### src/source/periph_pkg.sv
// Address map and shared types for the peripheral window.
// Only full slot 1 and byte slots 0 and 1 are populated.
`default_nettype none

package periph_pkg;

    localparam int ADDR_W     = 11;
    localparam int DATA_W     = 32;
    localparam int FULL_OFS_W = 6;

    // Size-coded strobe, 00/01/10 are byte/half/word
    localparam logic [1:0] NO_ACCESS = 2'b11;

    // addr[10:9] of the byte slot region at 0x400
    localparam logic [1:0] BYTE_RGN = 2'b10;

    localparam logic [3:0] GPIO_SLOT = 4'd1;
    localparam logic [3:0] EDGE_SLOT = 4'd0;
    localparam logic [3:0] PWM_SLOT  = 4'd1;

    localparam logic [FULL_OFS_W-1:0] GPIO_OUT_OFS  = 6'h00;
    localparam logic [FULL_OFS_W-1:0] GPIO_IN_OFS   = 6'h04;
    localparam logic [FULL_OFS_W-1:0] GPIO_SEL_BASE = 6'h20;

    typedef struct packed {
        logic       is_byte;
        logic [3:0] full_idx;
    } full_view_t;

    typedef struct packed {
        logic       is_byte;
        logic [3:0] byte_idx;
    } byte_view_t;

    // Pin function select, the top bit picks which view applies
    typedef union packed {
        full_view_t full;
        byte_view_t bytes;
    } func_sel_t;

    localparam func_sel_t SEL_RESET = func_sel_t'({1'b0, GPIO_SLOT});

endpackage

`default_nettype wire
### src/source/periph_bus_if.sv
// Internal bus for one slot. Strobes are single cycle and slot qualified.
// Read data must be zero when rd is low.
`timescale 1ns/1ps
`default_nettype none

interface periph_bus_if;
    import periph_pkg::*;

    logic [FULL_OFS_W-1:0] offset;
    logic [DATA_W-1:0]     wdata;
    logic                  wr;
    logic                  rd;
    logic [DATA_W-1:0]     rdata;
    logic                  ready;

    modport ctrl (
        output offset,
        output wdata,
        output wr,
        output rd,
        input  rdata,
        input  ready
    );

    modport periph (
        input  offset,
        input  wdata,
        input  wr,
        input  rd,
        output rdata,
        output ready
    );

endinterface

`default_nettype wire

### src/source/tqv_periph.sv
// Peripheral window top: GPIO in full slot 1, edge counter and PWM in byte slots 0, 1.
// Inputs on i_ui_in are expected to be synchronised already.
`timescale 1ns/1ps
`default_nettype none

module tqv_periph #(
    parameter int PWM_BITS = 8
) (
    input  wire                           clk,
    input  wire                           rst_n,
    input  wire  [7:0]                    i_ui_in,
    output logic [7:0]                    o_uo_out,
    input  wire  [periph_pkg::ADDR_W-1:0] i_addr,
    input  wire  [periph_pkg::DATA_W-1:0] i_data_in,
    input  wire  [1:0]                    i_data_write_n,
    input  wire  [1:0]                    i_data_read_n,
    output logic [periph_pkg::DATA_W-1:0] o_data_out,
    output logic                          o_data_ready,
    input  wire                           i_data_read_complete
);
    import periph_pkg::*;

    func_sel_t  func_sel [8];
    logic [7:0] gpio_out;
    logic [7:0] edge_out;
    logic [7:0] pwm_out;

    periph_bus_if gpio_bus ();
    periph_bus_if edge_bus ();
    periph_bus_if pwm_bus ();

    bus_ctrl u_bus_ctrl (
        .clk                  (clk),
        .rst_n                (rst_n),
        .i_addr               (i_addr),
        .i_data_write_n       (i_data_write_n),
        .i_data_read_n        (i_data_read_n),
        .i_data_read_complete (i_data_read_complete),
        .i_data_in            (i_data_in),
        .o_data_out           (o_data_out),
        .o_data_ready         (o_data_ready),
        .gpio_bus             (gpio_bus.ctrl),
        .edge_bus             (edge_bus.ctrl),
        .pwm_bus              (pwm_bus.ctrl)
    );

    gpio_block u_gpio (
        .clk        (clk),
        .rst_n      (rst_n),
        .bus        (gpio_bus.periph),
        .i_ui_in    (i_ui_in),
        .o_gpio_out (gpio_out),
        .o_func_sel (func_sel)
    );

    edge_counter u_edge_counter (
        .clk      (clk),
        .rst_n    (rst_n),
        .bus      (edge_bus.periph),
        .i_ui_in  (i_ui_in),
        .o_uo_out (edge_out)
    );

    pwm_gen #(
        .PWM_BITS (PWM_BITS)
    ) u_pwm (
        .clk      (clk),
        .rst_n    (rst_n),
        .bus      (pwm_bus.periph),
        .o_uo_out (pwm_out)
    );

    pin_mux u_pin_mux (
        .i_func_sel (func_sel),
        .i_gpio_out (gpio_out),
        .i_edge_out (edge_out),
        .i_pwm_out  (pwm_out),
        .o_uo_out   (o_uo_out)
    );

endmodule

`default_nettype wire

### src/source/pwm_gen.sv
// Free-running PWM, period 2^PWM_BITS cycles, high while counter < duty.
// Only the low 8 duty bits are reachable through the byte bus.
`timescale 1ns/1ps
`default_nettype none

module pwm_gen #(
    parameter int PWM_BITS = 8
) (
    input  wire          clk,
    input  wire          rst_n,
    periph_bus_if.periph bus,
    output logic [7:0]   o_uo_out
);
    import periph_pkg::*;

    localparam logic [5:0] DUTY_OFS = 6'd0;

    logic [PWM_BITS-1:0] duty;
    logic [PWM_BITS-1:0] cnt;
    logic                pwm;

    always_ff @(posedge clk) begin
        if (!rst_n) begin
            duty <= '0;
            cnt  <= '0;
        end else begin
            cnt <= cnt + 1'b1;
            if (bus.wr && bus.offset == DUTY_OFS) begin
                duty <= bus.wdata[PWM_BITS-1:0];
            end
        end
    end

    assign pwm = cnt < duty;

    always_comb begin
        bus.rdata = '0;
        if (bus.rd && bus.offset == DUTY_OFS) begin
            bus.rdata = DATA_W'(duty);
        end
    end

    assign bus.ready = 1'b1;
    assign o_uo_out  = {8{pwm}};

endmodule

`default_nettype wire

### src/source/edge_counter.sv
// Byte slot counting rising edges on one input pin. Count wraps at 256.
// Changing the pin index may register one spurious edge.
`timescale 1ns/1ps
`default_nettype none

module edge_counter (
    input  wire          clk,
    input  wire          rst_n,
    periph_bus_if.periph bus,
    input  wire  [7:0]   i_ui_in,
    output logic [7:0]   o_uo_out
);
    localparam logic [5:0] CNT_OFS = 6'd0;
    localparam logic [5:0] PIN_OFS = 6'd1;

    logic [7:0] count;
    logic [2:0] pin_idx;
    logic       pin_q;
    logic       pin_prev;

    always_ff @(posedge clk) begin
        if (!rst_n) begin
            count    <= '0;
            pin_idx  <= '0;
            pin_q    <= 1'b0;
            pin_prev <= 1'b0;
        end else begin
            pin_q    <= i_ui_in[pin_idx];
            pin_prev <= pin_q;
            // Clear wins over a coincident edge
            if (bus.wr && bus.offset == CNT_OFS) begin
                count <= '0;
            end else if (pin_q && !pin_prev) begin
                count <= count + 8'd1;
            end
            if (bus.wr && bus.offset == PIN_OFS) begin
                pin_idx <= bus.wdata[2:0];
            end
        end
    end

    always_comb begin
        bus.rdata = '0;
        if (bus.rd && bus.offset == CNT_OFS) begin
            bus.rdata = {24'h0, count};
        end else if (bus.rd && bus.offset == PIN_OFS) begin
            bus.rdata = {29'h0, pin_idx};
        end
    end

    assign bus.ready = 1'b1;
    assign o_uo_out  = count;

endmodule

`default_nettype wire

### src/source/pin_mux.sv
// Output pin routing. Each pin takes its own bit position from the named slot.
`timescale 1ns/1ps
`default_nettype none

module pin_mux (
    input  wire periph_pkg::func_sel_t i_func_sel [8],
    input  wire [7:0]                  i_gpio_out,
    input  wire [7:0]                  i_edge_out,
    input  wire [7:0]                  i_pwm_out,
    output logic [7:0]                 o_uo_out
);
    import periph_pkg::*;

    always_comb begin
        for (int i = 0; i < 8; i++) begin
            o_uo_out[i] = 1'b0;
            if (i_func_sel[i].bytes.is_byte) begin
                case (i_func_sel[i].bytes.byte_idx)
                    EDGE_SLOT: o_uo_out[i] = i_edge_out[i];
                    PWM_SLOT:  o_uo_out[i] = i_pwm_out[i];
                    default:   o_uo_out[i] = 1'b0;
                endcase
            end else if (i_func_sel[i].full.full_idx == GPIO_SLOT) begin
                o_uo_out[i] = i_gpio_out[i];
            end
        end
    end

endmodule

`default_nettype wire

### src/source/gpio_block.sv
// GPIO slot: output byte, input readback and eight pin function selects.
// Writes use the low bits of the data word whatever the access size.
`timescale 1ns/1ps
`default_nettype none

module gpio_block (
    input  wire                    clk,
    input  wire                    rst_n,
    periph_bus_if.periph           bus,
    input  wire  [7:0]             i_ui_in,
    output logic [7:0]             o_gpio_out,
    output periph_pkg::func_sel_t  o_func_sel [8]
);
    import periph_pkg::*;

    logic [7:0] gpio_out;
    func_sel_t  func_sel [8];
    logic       sel_hit;
    logic [2:0] sel_idx;

    // Selects sit at 0x20 + 4*i, word aligned
    assign sel_hit = (bus.offset[5] == GPIO_SEL_BASE[5]) && (bus.offset[1:0] == 2'b00);
    assign sel_idx = bus.offset[4:2];

    always_ff @(posedge clk) begin
        if (!rst_n) begin
            gpio_out <= '0;
        end else if (bus.wr && bus.offset == GPIO_OUT_OFS) begin
            gpio_out <= bus.wdata[7:0];
        end
    end

    always_ff @(posedge clk) begin
        if (!rst_n) begin
            for (int i = 0; i < 8; i++) begin
                func_sel[i] <= SEL_RESET;
            end
        end else if (bus.wr && sel_hit) begin
            func_sel[sel_idx] <= func_sel_t'(bus.wdata[4:0]);
        end
    end

    always_comb begin
        bus.rdata = '0;
        if (bus.rd) begin
            if (bus.offset == GPIO_OUT_OFS) begin
                bus.rdata = {24'h0, gpio_out};
            end else if (bus.offset == GPIO_IN_OFS) begin
                bus.rdata = {24'h0, i_ui_in};
            end else if (sel_hit) begin
                bus.rdata = {27'h0, func_sel[sel_idx]};
            end
        end
    end

    assign bus.ready = 1'b1;

    assign o_gpio_out = gpio_out;
    assign o_func_sel = func_sel;

endmodule

`default_nettype wire

### src/source/bus_ctrl.sv
// Host side of the peripheral window. One read may be outstanding and the
// host must pulse read_complete before the next one. Upper full region reads zero.
`timescale 1ns/1ps
`default_nettype none

module bus_ctrl (
    input  wire                           clk,
    input  wire                           rst_n,
    input  wire  [periph_pkg::ADDR_W-1:0] i_addr,
    input  wire  [1:0]                    i_data_write_n,
    input  wire  [1:0]                    i_data_read_n,
    input  wire                           i_data_read_complete,
    input  wire  [periph_pkg::DATA_W-1:0] i_data_in,
    output logic [periph_pkg::DATA_W-1:0] o_data_out,
    output logic                          o_data_ready,
    periph_bus_if.ctrl                    gpio_bus,
    periph_bus_if.ctrl                    edge_bus,
    periph_bus_if.ctrl                    pwm_bus
);
    import periph_pkg::*;

    logic              read_req;
    logic              write_req;
    logic              byte_rgn;
    logic              full_rgn;
    logic              sel_gpio;
    logic              sel_edge;
    logic              sel_pwm;
    logic              rd_open;
    logic [DATA_W-1:0] rdata_sel;
    logic              ready_sel;
    logic              capture;
    logic [DATA_W-1:0] data_out_r;
    logic              data_hold;
    logic              data_ready_r;

    assign read_req  = i_data_read_n != NO_ACCESS;
    assign write_req = i_data_write_n != NO_ACCESS;

    // Full slots are 64 bytes from 0x000, byte slots 16 bytes from 0x400
    assign byte_rgn = i_addr[10:9] == BYTE_RGN;
    assign full_rgn = !i_addr[10];

    assign sel_gpio = full_rgn && (i_addr[9:6] == GPIO_SLOT);
    assign sel_edge = byte_rgn && (i_addr[7:4] == EDGE_SLOT);
    assign sel_pwm  = byte_rgn && (i_addr[7:4] == PWM_SLOT);

    // Read strobes stay masked while a result waits for the host
    assign rd_open = read_req && !data_hold;

    assign gpio_bus.offset = i_addr[5:0];
    assign gpio_bus.wdata  = i_data_in;
    assign gpio_bus.wr     = write_req && sel_gpio;
    assign gpio_bus.rd     = rd_open && sel_gpio;

    assign edge_bus.offset = {2'b00, i_addr[3:0]};
    assign edge_bus.wdata  = i_data_in;
    assign edge_bus.wr     = write_req && sel_edge;
    assign edge_bus.rd     = rd_open && sel_edge;

    assign pwm_bus.offset = {2'b00, i_addr[3:0]};
    assign pwm_bus.wdata  = i_data_in;
    assign pwm_bus.wr     = write_req && sel_pwm;
    assign pwm_bus.rd     = rd_open && sel_pwm;

    // Empty slots answer at once with zero
    always_comb begin
        rdata_sel = '0;
        ready_sel = 1'b1;
        if (sel_gpio) begin
            rdata_sel = gpio_bus.rdata;
            ready_sel = gpio_bus.ready;
        end else if (sel_edge) begin
            rdata_sel = edge_bus.rdata;
            ready_sel = edge_bus.ready;
        end else if (sel_pwm) begin
            rdata_sel = pwm_bus.rdata;
            ready_sel = pwm_bus.ready;
        end
    end

    assign capture = rd_open && ready_sel;

    always_ff @(posedge clk) begin
        if (!rst_n) begin
            data_hold    <= 1'b0;
            data_ready_r <= 1'b0;
        end else begin
            if (i_data_read_complete) begin
                data_hold <= 1'b0;
            end
            if (capture) begin
                data_hold <= 1'b1;
            end
            // Registered along with the data it qualifies
            data_ready_r <= read_req && ready_sel;
        end
    end

    always_ff @(posedge clk) begin
        if (capture) begin
            data_out_r <= rdata_sel;
        end
    end

    assign o_data_out   = data_out_r;
    assign o_data_ready = data_ready_r || write_req;

endmodule

`default_nettype wire

### config.mk
export PLATFORM = sky130hd
export DESIGN_NAME = tqv_periph
export DESIGN_NICKNAME = d
export VERILOG_FILES = /design/src/source/periph_pkg.sv /design/src/source/periph_bus_if.sv /design/src/source/tqv_periph.sv /design/src/source/pwm_gen.sv /design/src/source/edge_counter.sv /design/src/source/pin_mux.sv /design/src/source/gpio_block.sv /design/src/source/bus_ctrl.sv
export SDC_FILE = /design/constraint.sdc
export NUM_CORES = 1
export LEC_CHECK = 0
export ABC_AREA = 1
export CAP_MARGIN = 20
export CORE_UTILIZATION = 25
export CTS_BUF_LIST = sky130_fd_sc_hd__clkbuf_4
export DETAILED_ROUTE_END_ITERATION = 12
export DONT_BUFFER_PORTS = 1
export GPL_TIMING_DRIVEN = 0
export PLACE_DENSITY = 0.45
export SYNTH_ARGS = -nofsm -noshare
export SYNTH_HDL_FRONTEND = slang
export SYNTH_SLANG_ARGS = --single-unit
### constraint.sdc
create_clock -name clk -period 3.45 [get_ports clk]
set_clock_uncertainty 0.05 [all_clocks]
set_input_delay 0.5175 -clock clk [delete_from_list [all_inputs] [get_ports clk]]
set_output_delay 0.5175 -clock clk [all_outputs]
set_load 0.005 [all_outputs]
==> results of run 1 <==
[cell usage after synthesis, types with 4 or more instances]
cell type and n:
dfxtp_1 79, nor2_1 65, nor4_1 5, edfxtp_1 8, nand4_1 36, buf_2 4, nand2_1 170, buf_4 31
nor2_2 8, inv_1 86, a21oi_1 71, o21ai_0 36, nand3_1 69, ha_1 9, nor3_1 8, clkbuf_1 12
nand3_2 5, inv_2 7
[per-layer routing]
layer / global-route usage / share of wire
met5: 0 / 0
met4: 0.0458 / 0.015
met3: 0.0480 / 0.062
met2: 0.267 / 0.45
met1: 0.225 / 0.47
[area by class of cell]
class	count	area, um^2
clock buffers	9	67.6
fillers	2294	14400
flip-flops and latches	87	1820
clock inverters	7	97.6
well taps	270	338
plain buffers	51	335
inverters	97	375
diodes	2	5.00
multi-input cells	537	2690
[critical path, cell delays in order (launching register included)]
cell	delay (ns)
dfxtp_1	0.36
inv_1	0.06
ha_1	0.28
a21oi_1	0.16
o21a_1	0.48
nand3_1	0.15
a21oi_1	0.29
[logic make-up after synthesis]
kind of cell,Yosys count
simple gates,380
buf+inv,148
compound gates,121
flops,87
fa+ha+maj,9
xor+xnor,3
other cells,1
[layout by cell type (no fill, tap or decap), types with 3 or more instances in the layout]
cell and instances:
a21oi_1 71, a31o_2 3, buf_2 4, buf_4 31, buf_6 3, clkbuf_1 12, clkbuf_4 9, clkinv_4 3
conb_1 24, dfxtp_1 79, edfxtp_1 8, ha_1 9, inv_1 86, inv_2 7, nand2_1 170, nand2_4 3
nand3_1 69, nand3_2 5, nand4_1 36, nor2_1 65, nor2_2 8, nor2_8 3, nor3_1 8, nor4_1 5
o211ai_1 3, o21ai_0 36, o31ai_1 3, xor2_1 3
[through the flow]
stage,area (um^2),total power [uW]
final,5730,1950
after global routing,5730,2040
after CTS,5730,1970
after detailed placement,5560,1270
after global placement,5560,1270
after floorplan,5220,1210
[path summary, 6_finish.rpt]
path | startpoint | end | slack (ns) | depth (start not counted)
setup / recovery | u_pwm.duty[7]$_SDFFE_PN0P_ | o_uo_out[3] | 0.58 | 6
hold / removal | i_data_read_n[1] | u_bus_ctrl.data_ready_r$_SDFF_PN0_ | 0.04 | 1
setup reg to reg | u_bus_ctrl.data_hold$_SDFFE_PN0P_ | u_bus_ctrl.o_data_out[3]$_DFFE_PN_ | 1.56 | 5
hold reg to reg | u_edge_counter.pin_q$_SDFF_PN0_ | u_edge_counter.pin_prev$_SDFF_PN0_ | 0.40 | 2
[registers in the layout (all words and copies together) (netlist names), 3 cells and up]
name                     count
u_edge_counter.o_uo_out      8
u_gpio.o_gpio_out            8
u_edge_counter.pin_idx       3
u_gpio.o_func_sel           40
u_pwm.duty                   8
u_pwm.cnt                    8
u_bus_ctrl.o_data_out        8
[power groups by stage]
| stage | logic (uW) | registers, uW | clock network [uW] |
|---|---|---|---|
| after CTS | 207 | 1040 | 719 |
| after detailed placement | 207 | 1070 | 0 |
| after floorplan | 149 | 1060 | 0 |
| after global routing | 230 | 1050 | 760 |
| after global placement | 207 | 1070 | 0 |
| final | 208 | 1040 | 696 |
==> impl_metrics.tcl, run 1 <==
set metrics [dict create \
    io_pins 99 \
    start_kind "flop" \
    synth_flop_cell "dfxtp_1" \
    p_per_area_nw_per_um2 340 \
    drt_iter0_markers 419 \
    hpwl_mm 13.2 \
    synth_xor_area_frac 0.00512 \
    grt_pass1_vias 4454 \
    stdcell_count 1060 \
    clk_latency_ns 0.51 \
    grt_max_degree 16 \
    postCtsSetupBuffers 0 \
    grt_pass1_wl_mm 26.6 \
    synth_area_leader_cell "dfxtp_1" \
    synth_seq_area_share 0.355 \
    dieArea_um2 21100 \
    ant_nets 0 \
    setup_slack_ns 0.579 \
    post_drt_wl_per_cell_um 16.3 \
    p_clk_frac 0.357 \
    outcome "finished, final reports clean" \
    seqPwrFrac 0.536 \
    post_cts_resized 0 \
    dp_worst_setup_slack_ns 1.17 \
    coreArea_um2 20200 \
    die_w_um 145 \
    slew_viol_final 0 \
    hp-class "in -> reg" \
    drive_gt1_frac 0.119 \
    setup_viol 0 \
    fin_util 0.284 \
    cp.arrival_ns 2.30 \
    synth_compound_area_frac 0.125 \
    routed_via_density 4.59 \
    cell_internal_pwr_uw 1390 \
    portBuffers 0 \
    sw_frac_of_total 0.286 \
    layout.nets 850 \
    area_growth_pct 11.6 \
    worst_pin_slew_ns 0.990 \
    dr_total_vias 4863 \
    leakage_uw 0.00248 \
    htree_num_levels 3 \
    core.rowCount 52 \
    max-vdd-ir-drop_uv 131 \
    synth_top_family_by_area "simple AND/OR/NAND/NOR gates" \
    start_util 0.255 \
    synthSimpleGateAreaFrac 0.354 \
    post-route-min-period_ns 2.87 \
    cts_tree "done" \
    hold_viol 0 \
    grt_usage 0.169 \
    cts_buffers 9 \
    clk_pin_slew_ns 0.16 \
    timing.fmax_mhz 348 \
    clock_sinks 87 \
    synth_edf_count 8 \
    antenna_found_initial 1 \
    max-slew-margin-rel 0.340 \
    setup_tns_ns 0 \
    clock_path_buffers 2 \
    synth_cells 749 \
    synth_seq_cells 87 \
    holdWs_ns 0.0387 \
    clock-root-buffer "clkbuf_4" \
    synth.area.top_cells "dfxtp_1 (31%), nand2_1 (12%), a21oi_1 (6.9%), nand3_1 (6.7%), inv_1 (6.3%)" \
    required_ns 2.88 \
    cp-end-kind "output port" \
    drv_cap 0 \
    cts-hold-fix-buffers 0 \
    drt-pass1-iter-count 5 \
    route.detailed.drc 0 \
    ys_types 42 \
    async_flop_share 0 \
    grt_overflow_total 0 \
    crit_type "reg -> out" \
    gp_congestion 0.860 \
    synth_area_um2 5140 \
    fin_crit_sh 0.832 \
    power_switching_uw 557 \
    p_comb_frac 0.107 \
    synth.avg_cell_area_um2 6.86 \
    synth_top_area_frac 0.308 \
    cp_max_fo 8 \
    die_y_um 145 \
    dp.cells 1042 \
    yosysWarnings 0 \
    rsz0062_at_grt "false" \
    synthMuxAreaShare 0 \
    synth_fa_ha_area_frac 0.0219 \
    routed_wirelength_mm 17.3 \
]
Note: power is estimated with default switching activity, not from simulation.
==> run 2: changes to the inputs <==
clock period = 2.7 ns   (was 3.45 ns; I/O delays follow)
==> run 2 against run 1 <==
Against the previous run:
- non-clock buffer count up 6
- first-iteration DRC count shrank 13%
- critical path depth increased by 1
- die area is the same
- cell count is 0.57% higher
- highest routed layer unchanged
==> impl_metrics.tcl, run 2 (same netlist as run 1, synthesis figures left out) <==
set metrics [dict create \
    coreArea_um2 20200 \
    cp.arrival_ns 2.05 \
    hold_viol 0 \
    cts_tree "done" \
    gp_congestion 0.860 \
    holdWs_ns 0.0382 \
    power_uw 2490 \
    start_util 0.255 \
    r2r_slack_ns 0.79 \
    cp_max_fo 8 \
    rsz0062_at_grt "false" \
    start_kind "flop" \
    setup_viol 0 \
    outcome "finished, final reports clean" \
    core.rowCount 52 \
    antenna_found_initial 1 \
    slew_viol_final 0 \
    final_common_cell "nand2_1" \
    largest_register_ffs 40 \
    ant_nets 0 \
    clock_sinks 87 \
    clk_latency_ns 0.50 \
    final_cell_mix "nand2_1 (169), inv_1 (86), dfxtp_1 (79)" \
    fin_crit_sh 0.927 \
    routed_via_density 4.59 \
    dieArea_um2 21100 \
    cp-end-kind "output port" \
    layout.nets 856 \
    drv_cap 0 \
    grt_usage 0.170 \
    required_ns 2.25 \
    route.detailed.drc 0 \
    dp_worst_setup_slack_ns 0.529 \
    dp.cells 1042 \
    dr_total_vias 4897 \
    grt_overflow_total 0 \
    crit_type "reg -> out" \
    post-route-min-period_ns 2.50 \
    crit_path_start "u_pwm.duty[3]$_SDFFE_PN0P_" \
    worst_pin_slew_ns 1.01 \
    setup_tns_ns 0 \
    die_w_um 145 \
    timing.fmax_mhz 400 \
    grt_pass1_wl_mm 26.7 \
    max-slew-margin-rel 0.329 \
    hp-class "in -> reg" \
    die_y_um 145 \
    grt_pass1_vias 4472 \
    setup_slack_ns 0.198 \
    htree_num_levels 3 \
    cts_buffers 9 \
    grt_max_degree 16 \
    p_per_area_nw_per_um2 430 \
    leakage_uw 0.00251 \
    clock_path_buffers 2 \
    drt-pass1-iter-count 6 \
    hold_start "i_data_in[5]" \
    clock-root-buffer "clkbuf_4" \
    routed_wirelength_mm 17.4 \
    max-vdd-ir-drop_uv 167 \
    postCtsSetupBuffers 0 \
    clk_pin_slew_ns 0.16 \
    portBuffers 0 \
    hpwl_mm 13.2 \
    r2r_start "u_bus_ctrl.data_hold$_SDFFE_PN0P_" \
    io_pins 99 \
    stdcell_count 1066 \
    area_growth_pct 12.9 \
    drt_iter0_markers 363 \
    post_drt_wl_per_cell_um 16.3 \
    drive_gt1_frac 0.121 \
]
## run 2: worst paths after layout
kind,end,cells past startpoint
worst min register to register,u_edge_counter.pin_prev$_SDFF_PN0_,2
worst max register to register,u_bus_ctrl.o_data_out[3]$_DFFE_PN_,5
worst max-delay path,o_uo_out[3],7
worst min-delay path,u_pwm.duty[5]$_SDFFE_PN0P_,2
## run 2: critical path, cell delays in order (launching register included)
cell and delay, ns:
dfxtp_1 0.34, inv_1 0.07, ha_1 0.29, a21oi_1 0.15, nand2_1 0.07, nand2_2 0.22
nand3_1 0.12, a21oi_1 0.28
## run 2: through the flow
step	cell area (um^2)	util
after floorplan	5220	-
final	5800	0.288
after detailed placement	5560	0.276
after CTS	5790	0.287
after global routing	5800	0.288
after global placement	5560	0.276
## run 2: area by class of cell
cell class              count  area (um^2)
multi-input cells         537         2700
fillers                  2287        14400
diodes                      2         5.00
flip-flops and latches     87         1820
clock inverters             7         97.6
repair buffers              6         60.1
inverters                  97          375
plain buffers              51          335
well taps                 270          338
clock buffers               9         67.6
## run 2: power breakdown
group	internal, uW	switching [uW]
clock	375	510
sequential	1320	12.0
combinational	85.9	189
## run 2: what timing repair did
item                                    CTS  global route
hold endpoints to repair                  5             0
hold buffers                              6             0
gates cloned                              0             0
endpoints found under the setup margin    8             8
resized for setup                         1             2
## run 2: routing by layer
metal / share of wire / GRT usage
met1: 0.47 / 0.226
met2: 0.45 / 0.269
met3: 0.067 / 0.0480
met4: 0.013 / 0.0463
met5: 0 / 0
==> run 3: changes to the inputs <==
==> constraint.sdc (replaced) <==
create_clock -name clk -period 2.7 [get_ports clk]
set_clock_uncertainty 0.05 [all_clocks]
set_input_delay 0.675 -clock clk [delete_from_list [all_inputs] [get_ports clk]]
set_output_delay 0.675 -clock clk [all_outputs]
set_load 0.005 [all_outputs]
==> run 3 against run 2 <==
Against the previous run:
- cell count down 0.28%
- sequential share of layout area down 0.81 points
- clock power is essentially flat
- fmax decreased by 3.7%
- clock-buffer cell count stayed put
- utilization up 1.0 points
- critical path depth decreased by 1
- wire length is 0.85% higher
==> impl_metrics.tcl, run 3 (same netlist as run 1, synthesis figures left out) <==
set metrics [dict create \
    wl_met3_mm 1.16 \
    grt_pass1_vias 4490 \
    worst_pin_slew_ns 0.953 \
    start_util 0.255 \
    max-slew-margin-rel 0.364 \
    setup_viol 0 \
    hpwl_mm 13.2 \
    route.detailed.drc 0 \
    clock_path_buffers 2 \
    layout.nets 853 \
    leakage_uw 0.00254 \
    drv_cap 0 \
    required_ns 1.98 \
    cts_tree "done" \
    drive_gt1_frac 0.178 \
    cp-end-kind "output port" \
    io_pins 99 \
    drt_iter0_markers 350 \
    max-vdd-ir-drop_uv 167 \
    grt_pass1_wl_mm 26.7 \
    clock-root-buffer "clkbuf_4" \
    antenna_found_initial 1 \
    power_uw 2520 \
    dieArea_um2 21100 \
    area_growth_pct 17.0 \
    routed_wirelength_mm 17.5 \
    clock_sinks 87 \
    outcome "finished, final reports clean" \
    drt-pass1-iter-count 5 \
    hp-class "in -> reg" \
    post_drt_wl_per_cell_um 16.5 \
    p_per_area_nw_per_um2 420 \
    ant_nets 0 \
    core.rowCount 52 \
    htree_num_levels 3 \
    rsz0062_at_grt "true" \
    dp.cells 1042 \
    die_w_um 145 \
    timing.fmax_mhz 385 \
    largest_register_ffs 40 \
    final_cell_mix "nand2_1 (167), inv_1 (81), dfxtp_1 (68)" \
    gp_congestion 0.860 \
    coreArea_um2 20200 \
    routed_via_density 4.59 \
    final_common_cell "nand2_1" \
    hold_viol 0 \
    clk_pin_slew_ns 0.16 \
    dr_total_vias 4878 \
    cp.arrival_ns 1.87 \
    portBuffers 0 \
    clk_latency_ns 0.51 \
    grt_usage 0.170 \
    crit_type "reg -> out" \
    die_y_um 145 \
    routed.top_layer "met4" \
    post-route-min-period_ns 2.60 \
    wl_met1_mm 8.13 \
    cts_buffers 9 \
    cp_max_fo 8 \
    stdcell_count 1063 \
    grt_max_degree 16 \
    grt_overflow_total 0 \
    routed-wl-met2_mm 7.94 \
    fin_crit_sh 0.962 \
    slew_viol_final 0 \
    cts-hold-fix-buffers 0 \
    start_kind "flop" \
]
## run 3: cell count changes in the layout (fill, tap and decap cells not counted), sizes merged
| cell | change |
|---|---|
| buf | +3 |
| dlygate4sd3 | -6 |
## run 3: worst paths after layout
path / cells after the start / slack (ns) / startpoint / end
setup / recovery: 6 / 0.10 / u_pwm.cnt[3]$_SDFF_PN0_ / o_uo_out[7]
hold / removal: 1 / 0.19 / i_data_read_n[1] / u_bus_ctrl.data_ready_r$_SDFF_PN0_
setup reg to reg: 5 / 0.82 / u_bus_ctrl.data_hold$_SDFFE_PN0P_ / u_bus_ctrl.o_data_out[3]$_DFFE_PN_
hold reg to reg: 2 / 0.40 / u_edge_counter.pin_q$_SDFF_PN0_ / u_edge_counter.pin_prev$_SDFF_PN0_
## run 3: critical path, cell delays in order (launching register included)
cell	delay, ns
dfxtp_4	0.40
ha_4	0.23
a21oi_1	0.18
nand2_2	0.11
nand2_8	0.16
nand3_2	0.08
a21oi_2	0.20
## run 3: cell type report
type	instances	area [um^2]
diodes	2	5.00
plain buffers	51	335
clock buffers	9	67.6
clock inverters	7	97.6
fillers	2259	14200
inverters	97	375
multi-input cells	537	2920
flip-flops and latches	87	1840
well taps	270	338
repair buffers	3	35.0
## run 3: what timing repair did
| action | in CTS | in global routing |
|---|---|---|
| resized for setup | 16 | 39 |
| buffers inserted | 1 | 2 |
| setup endpoints to repair | 8 | 8 |
| pin swaps | 2 | 13 |
## run 3: power by group
group | internal (uW) | leakage (uW) | switching [uW]
clock | 375 | 0.0000821 | 512
sequential | 1320 | 0.000727 | 13.3
combinational | 92.9 | 0.00173 | 204
total | 1790 | 0.00254 | 730
## run 3: stage by stage
step | instance area, um^2 | hold slack [ns] | worst slack (ns) | TNS [ns] | utilization
finish | 6010 | 0.194 | 0.103 | 0 | 0.298
global route | 6010 | 0.167 | -0.0171 | -0.0558 | 0.298
CTS | 5810 | 0.166 | -0.00181 | -0.00181 | 0.288
detailed placement | 5560 | 0.382 | 0.259 | 0 | 0.276
global placement | 5560 | 0.383 | 0.262 | 0 | 0.276
floorplan | 5220 | 0.364 | 0.724 | 0 | -
## run 3: layer usage
layer  vias up  global-route usage
met3        20              0.0467
met4         0              0.0495
met1      2232               0.227
met2       125               0.266
li1       2501                   -
met5         -                   0
